<file path="src/hw/axi_mem_pkg.sv">
`default_nettype none

package axi_mem_pkg;

  localparam int AXI_ADDR_W = 32;
  localparam int AXI_DATA_W = 64;
  localparam int AXI_STRB_W = AXI_DATA_W / 8;
  localparam int WORD_LSB   = $clog2(AXI_STRB_W);  // byte offset bits inside a beat

  // 256 words of 8 bytes, mapped from address 0
  localparam int MEM_WORDS = 256;

  typedef enum logic [1:0] {
    RESP_OKAY   = 2'b00,
    RESP_SLVERR = 2'b10
  } axi_resp_e;

  typedef logic [AXI_ADDR_W-1:0] axi_addr_t;
  typedef logic [AXI_DATA_W-1:0] axi_data_t;
  typedef logic [AXI_STRB_W-1:0] axi_strb_t;

  localparam axi_addr_t BEAT_BYTES = axi_addr_t'(AXI_STRB_W);  // address step per beat

  typedef struct packed {
    axi_addr_t  addr;
    logic [2:0] prot;
    logic       len;    // 0 = one beat, 1 = two beats
    logic [2:0] size;
    logic [1:0] burst;
  } axi_aw_t;

  // read address carries the same fields
  typedef axi_aw_t axi_ar_t;

  typedef struct packed {
    axi_data_t data;
    axi_strb_t strb;
    logic      last;
  } axi_w_t;

  typedef struct packed {
    axi_resp_e resp;
  } axi_b_t;

  typedef struct packed {
    axi_data_t data;
    axi_resp_e resp;
    logic      last;
  } axi_r_t;

endpackage

`default_nettype wire

</file>
<file path="src/hw/axi_arbiter.sv">
`default_nettype none

module axi_arbiter (
  input  wire logic                 clk,
  input  wire logic                 rst,
  input  wire logic                 m0_aw_valid_i,
  input  wire axi_mem_pkg::axi_aw_t m0_aw_i,
  output logic                      m0_aw_ready_o,
  input  wire logic                 m0_w_valid_i,
  input  wire axi_mem_pkg::axi_w_t  m0_w_i,
  output logic                      m0_w_ready_o,
  output logic                      m0_b_valid_o,
  output axi_mem_pkg::axi_b_t       m0_b_o,
  input  wire logic                 m0_b_ready_i,
  input  wire logic                 m0_ar_valid_i,
  input  wire axi_mem_pkg::axi_ar_t m0_ar_i,
  output logic                      m0_ar_ready_o,
  output logic                      m0_r_valid_o,
  output axi_mem_pkg::axi_r_t       m0_r_o,
  input  wire logic                 m0_r_ready_i,
  input  wire logic                 m1_aw_valid_i,
  input  wire axi_mem_pkg::axi_aw_t m1_aw_i,
  output logic                      m1_aw_ready_o,
  input  wire logic                 m1_w_valid_i,
  input  wire axi_mem_pkg::axi_w_t  m1_w_i,
  output logic                      m1_w_ready_o,
  output logic                      m1_b_valid_o,
  output axi_mem_pkg::axi_b_t       m1_b_o,
  input  wire logic                 m1_b_ready_i,
  input  wire logic                 m1_ar_valid_i,
  input  wire axi_mem_pkg::axi_ar_t m1_ar_i,
  output logic                      m1_ar_ready_o,
  output logic                      m1_r_valid_o,
  output axi_mem_pkg::axi_r_t       m1_r_o,
  input  wire logic                 m1_r_ready_i,
  output logic                      s_aw_valid_o,
  output axi_mem_pkg::axi_aw_t      s_aw_o,
  input  wire logic                 s_aw_ready_i,
  output logic                      s_w_valid_o,
  output axi_mem_pkg::axi_w_t       s_w_o,
  input  wire logic                 s_w_ready_i,
  input  wire logic                 s_b_valid_i,
  input  wire axi_mem_pkg::axi_b_t  s_b_i,
  output logic                      s_b_ready_o,
  output logic                      s_ar_valid_o,
  output axi_mem_pkg::axi_ar_t      s_ar_o,
  input  wire logic                 s_ar_ready_i,
  input  wire logic                 s_r_valid_i,
  input  wire axi_mem_pkg::axi_r_t  s_r_i,
  output logic                      s_r_ready_o
);
  import axi_mem_pkg::*;

  // 1 selects m1; prefer1 breaks the tie when both request
  function automatic logic rr_pick(logic req0, logic req1, logic prefer1);
    return (req0 && req1) ? prefer1 : req1;
  endfunction

  logic wbusy_q, wgnt_q, wrr_q;
  logic rbusy_q, rgnt_q, rrr_q;
  logic wpick, rpick;
  logic w_done, r_done;

  assign wpick  = rr_pick(m0_aw_valid_i, m1_aw_valid_i, wrr_q);
  assign rpick  = rr_pick(m0_ar_valid_i, m1_ar_valid_i, rrr_q);
  assign w_done = s_b_valid_i & s_b_ready_o;
  assign r_done = s_r_valid_i & s_r_ready_o & s_r_i.last;

  always_ff @(posedge clk) begin
    if (rst) begin
      wbusy_q <= 1'b0;
      wgnt_q  <= 1'b0;
      wrr_q   <= 1'b0;  // m0 first
    end else if (!wbusy_q) begin
      if (m0_aw_valid_i || m1_aw_valid_i) begin
        wbusy_q <= 1'b1;
        wgnt_q  <= wpick;
        wrr_q   <= ~wpick;
      end
    end else if (w_done) begin
      wbusy_q <= 1'b0;
    end
  end

  always_ff @(posedge clk) begin
    if (rst) begin
      rbusy_q <= 1'b0;
      rgnt_q  <= 1'b0;
      rrr_q   <= 1'b0;
    end else if (!rbusy_q) begin
      if (m0_ar_valid_i || m1_ar_valid_i) begin
        rbusy_q <= 1'b1;
        rgnt_q  <= rpick;
        rrr_q   <= ~rpick;
      end
    end else if (r_done) begin
      rbusy_q <= 1'b0;
    end
  end

  // write side
  assign s_aw_valid_o = wbusy_q & (wgnt_q ? m1_aw_valid_i : m0_aw_valid_i);
  assign s_aw_o       = wgnt_q ? m1_aw_i : m0_aw_i;
  assign s_w_valid_o  = wbusy_q & (wgnt_q ? m1_w_valid_i : m0_w_valid_i);
  assign s_w_o        = wgnt_q ? m1_w_i : m0_w_i;
  assign s_b_ready_o  = wbusy_q & (wgnt_q ? m1_b_ready_i : m0_b_ready_i);

  assign m0_aw_ready_o = wbusy_q & ~wgnt_q & s_aw_ready_i;
  assign m1_aw_ready_o = wbusy_q & wgnt_q & s_aw_ready_i;
  assign m0_w_ready_o  = wbusy_q & ~wgnt_q & s_w_ready_i;
  assign m1_w_ready_o  = wbusy_q & wgnt_q & s_w_ready_i;
  assign m0_b_valid_o  = wbusy_q & ~wgnt_q & s_b_valid_i;
  assign m1_b_valid_o  = wbusy_q & wgnt_q & s_b_valid_i;
  assign m0_b_o        = s_b_i;  // qualified by b_valid
  assign m1_b_o        = s_b_i;

  // read side
  assign s_ar_valid_o = rbusy_q & (rgnt_q ? m1_ar_valid_i : m0_ar_valid_i);
  assign s_ar_o       = rgnt_q ? m1_ar_i : m0_ar_i;
  assign s_r_ready_o  = rbusy_q & (rgnt_q ? m1_r_ready_i : m0_r_ready_i);

  assign m0_ar_ready_o = rbusy_q & ~rgnt_q & s_ar_ready_i;
  assign m1_ar_ready_o = rbusy_q & rgnt_q & s_ar_ready_i;
  assign m0_r_valid_o  = rbusy_q & ~rgnt_q & s_r_valid_i;
  assign m1_r_valid_o  = rbusy_q & rgnt_q & s_r_valid_i;
  assign m0_r_o        = s_r_i;
  assign m1_r_o        = s_r_i;

  a_wgnt_free: assert property (@(posedge clk) disable iff (rst)
    $fell(wbusy_q) |-> s_aw_ready_i)
    else $error("write grant released before the slave was idle");

  a_rgnt_free: assert property (@(posedge clk) disable iff (rst)
    $fell(rbusy_q) |-> s_ar_ready_i)
    else $error("read grant released before the slave was idle");

endmodule

`default_nettype wire

</file>
<file path="config.mk">
export PLATFORM = sky130hd
export DESIGN_NAME = axi_arbiter
export DESIGN_NICKNAME = d
export VERILOG_FILES = /design/src/hw/axi_mem_pkg.sv /design/src/hw/axi_arbiter.sv
export SDC_FILE = /design/constraint.sdc
export NUM_CORES = 1
export LEC_CHECK = 0
export ABC_AREA = 1
export BUFFER_PORTS_ARGS = -buffer_cell sky130_fd_sc_hd__buf_2
export CAP_MARGIN = 20
export CORE_AREA = 2 2 277 279
export DETAILED_ROUTE_END_ITERATION = 16
export DIE_AREA = 0 0 279 281
export PLACE_DENSITY = 0.3
export SYNTH_ARGS = -nofsm -noshare
export SYNTH_HDL_FRONTEND = slang
export SYNTH_SLANG_ARGS = --single-unit
export TNS_END_PERCENT = 5
</file>
<file path="constraint.sdc">
create_clock -name clk -period 1.3 [get_ports clk]
set_input_delay 0.13 -clock clk [delete_from_list [all_inputs] [get_ports clk]]
set_output_delay 0.13 -clock clk [all_outputs]
set_load 0.01 [all_outputs]
</file>
==> impl_metrics.csv <==
group,metric,value,unit
clock_tree,tritoncts_clock_tree,"yes",
yosys,postSynthRegisterBits,6,
placed_design,post_dp_cell_area,6130,um2
clock_tree,cts_buffers,3,
critical_path,critical_path.startpoint_type,"flip-flop",
route,dr.first_iter.drc_count,120,
critical_path,r2r-start,"wbusy_q",
power,power.density_cell_area,568,nW/um2
power,design_power_total,3.75,mW
global_routing,largest_net_degree_at_the_start_of_global_routing,47,
worst_hold_path,hp-class,"in2reg",
critical_path,cp.required,1.17,ns
critical_path,startpoint,"wgnt_q",
sta,tightestPinTransition,0.340,ns
cells_and_area,final_design_instance_area_without_fill,6600,um2
clock_tree,buffers_from_clock_root_to_sink_at_most,2,
sta,slew_violations,0,
placed_design,buffer_ports.inserted,499,
sta,timing.final.crit_share,1.12,
yosys,post_synth_instance_area,3380,um2
route,route.final.wire_length,26600,um
route,wl_per_cell,13.0,um
sta,hold_viol_final,0,
yosys,yosysUniqueCellTypes,14,
critical_path,r2r_slack,0.09,ns
cells_and_area,layout-drive-gt1-share,0.538,
cells_and_area,seq_area,126,um2
placed_design,hpwl,22600,um
critical_path,crit_path_max_fanout,37,
global_routing,global_route.usage.total,0.0614,
run_status,run_status,"finished, violations left",
sta,max-slew-margin-rel,0.771,
route,dr.pass1.iters,4,
cells_and_area,nNetsFinal,1461,
worst_hold_path,hp-start,"rst",
sta,achievable-frequency,684,MHz
yosys,combinational_family_with_the_most_area_after_synthesis,"simple AND/OR/NAND/NOR gates",
die,core_area,75400,um2
cells_and_area,area_growth_from_synthesis_to_final_layout,95.4,%
placed_design,place_ws,0.00560,ns
yosys,synth_area_in_compound_gates,0.0200,
critical_path,worst_path_most_repeated_cell,"sky130_fd_sc_hd__nand2_1",
sta,setup-violations-final,132,
yosys,synth_adder_area_share,0,
yosys,synth_mux_area_frac,0,
die,vertical_die_dimension,281,um
placed_design,globalplace.congestion,0.700,
yosys,top_cell_type_s_share_of_synthesized_area,0.538,
sta,final_critical_path_setup_slack,-0.161,ns
run,cap_violations,0,
critical_path,slowest_delay,0.38,ns
critical_path,arrival,1.33,ns
cells_and_area,multi_input_comb_area,2090,um2
yosys,netlist_instances,708,
yosys,synth_seq_area_share,0.0356,
power,p_leak,3.91,nW
global_routing,first_pass_grt_wire_length,34000,um
critical_path,timing.setup.critical_path_class,"reg2out",
clock_tree,clk_pin_slew_worst_paths,0.05,ns
die,start_util,0.0448,
route,vias,5403,
route,drc,0,
die,num_io_pins,704,
power,irDropWorstVdd,0.000260,V
cells_and_area,final.fill_count,9013,
yosys,fraction_of_synthesized_cell_area_in_xor_and_xnor_cells,0,
run_status,failed_checks,"negative setup slack",
clock_tree,cts_num_sinks,6,
sta,final.setup_skew,0.000701,ns
global_routing,grt_pass1_vias,5222,
critical_path,crit_chain,"inv_8 > buf_16 > nand2_1 > nand2_1 > buf_2",
global_routing,grt_overflow,0,
clock_tree,cts_max_level,1,
clock_tree,worstSkewPairLatency,0.25,ns
yosys,yosys.area_share.simple,0.557,
sta,period_minus_slack,1.46,ns
yosys,mean_cell_area_of_the_mapped_netlist,4.77,um2
sta,hold_slack,0.173,ns
yosys,synthDominantAreaCellType,"sky130_fd_sc_hd__nand2_1",
die,floorplan.die_area,78400,um2
sta,setup_repair_after_global_routing_missed_its_margin,"yes",
clock_tree,cts-root-buf,"sky130_fd_sc_hd__clkbuf_16",
yosys,yosys_warnings,0,
critical_path,crit_slowest_cell,"sky130_fd_sc_hd__dfxtp_4",
route,postRouteAntennaNets,0,
global_routing,grt_antenna_before_repair,7,
clock_tree,cts.hold.buffers_added,0,
cells_and_area,final_standard_cell_utilization_of_the_core,0.0875,
critical_path,setup.worst_path.end_class,"primary output",
yosys,yosys-top-cells-area,"sky130_fd_sc_hd__nand2_1 (54%), sky130_fd_sc_hd__buf_4 (32%), sky130_fd_sc_hd__dfxtp_1 (3.6%)",
yosys,mappedNetlistNets,1104,
die,number_of_cell_rows,101,
route,avgViaCountPerCell,2.64,
die,die_w,279,um
==> synth_stat cells <==
cell	count
sky130_fd_sc_hd__nand2_1	484
sky130_fd_sc_hd__inv_1	15
sky130_fd_sc_hd__buf_6	5
sky130_fd_sc_hd__o21ai_0	2
sky130_fd_sc_hd__buf_4	142
sky130_fd_sc_hd__inv_2	1
sky130_fd_sc_hd__nand3_1	2
sky130_fd_sc_hd__buf_2	22
sky130_fd_sc_hd__o22ai_1	2
sky130_fd_sc_hd__clkbuf_1	3
sky130_fd_sc_hd__dfxtp_1	6
sky130_fd_sc_hd__a21oi_1	9
sky130_fd_sc_hd__nor2_1	14
sky130_fd_sc_hd__inv_4	1
==> cell families after synthesis <==
logic type             count (synthesis)
AND/OR/NAND/NOR                      500
flip-flops                             6
AO/OA/AOI/OAI                         13
buffers and inverters                189
==> report_power, final <==
group	total, mW	internal [mW]	switching (mW)
Combinational	2.93	1.30	1.63
Clock	0.590	0.414	0.176
Sequential	0.230	0.204	0.0259
Total	3.75	1.92	1.83
==> cell usage in the layout, fill, tap and decap left out, types with 2 or more instances in the layout <==
cell and instances:
sky130_fd_sc_hd__buf_2 488, sky130_fd_sc_hd__nand2_1 449, sky130_fd_sc_hd__nand2_2 28, sky130_fd_sc_hd__inv_1 14
sky130_fd_sc_hd__nor2_1 13, sky130_fd_sc_hd__buf_6 13, sky130_fd_sc_hd__nand2_4 7, sky130_fd_sc_hd__a21oi_1 7
sky130_fd_sc_hd__buf_4 7, sky130_fd_sc_hd__buf_12 7, sky130_fd_sc_hd__buf_16 6, sky130_fd_sc_hd__clkbuf_16 4
sky130_fd_sc_hd__dfxtp_1 3, sky130_fd_sc_hd__inv_2 2, sky130_fd_sc_hd__a21oi_2 2, sky130_fd_sc_hd__nand3_1 2
sky130_fd_sc_hd__dfxtp_2 2
==> metal layers <==
metal,GRT usage,vias up,share of wire
met1,0.0616,2200,0.37
li1,-,2670,-
met3,0.0272,80,0.12
met4,0.0331,6,0.052
met2,0.107,447,0.46
met5,0,-,0.0015
==> worst max-delay path: cells and delay by family, from the launching register on <==
| family | cells | cell delay, ns |
|---|---|---|
| flip-flops | 1 | 0.38 |
| AND/OR/NAND/NOR | 2 | 0.17 |
| buffers and inverters | 3 | 0.49 |
==> area by class of cell <==
| type | count | share of cell area |
|---|---|---|
| flip-flops and latches | 6 | 0.0191 |
| clock buffers | 4 | 0.0119 |
| repair buffers | 524 | 0.456 |
| inverters | 17 | 0.0108 |
| multi-input cells | 513 | 0.316 |
| well taps | 978 | 0.185 |
| diodes | 1 | 0.000379 |
==> what timing repair did <==
action,CTS,global route
buffers inserted,1,0
pin swaps,10,4
gates resized for setup,64,15
cloned,3,1
setup endpoints to repair,152,161
==> per-stage QoR <==
stage,TNS (ns),instances
6_report,-12.98,2043
5_1_grt,-23.31,2043
2_1_floorplan,0,708
4_1_cts,-17.61,2041
3_3_place_gp,-0.0373,2033
3_5_place_dp,0,2033
==> path summary, 6_finish.rpt <==
| check | cells after the start | to |
|---|---|---|
| min | 2 | wrr_q |
| min reg2reg | 2 | wrr_q |
| max | 5 | s_aw_o[13] |
| max reg2reg | 6 | wbusy_q |
==> state kept, by name, indices dropped and copies added (netlist names) <==
name,flops
wgnt_q,1
rgnt_q,1
wbusy_q,1
rrr_q,1
rbusy_q,1
wrr_q,1
(Power assumes the default switching activity.)
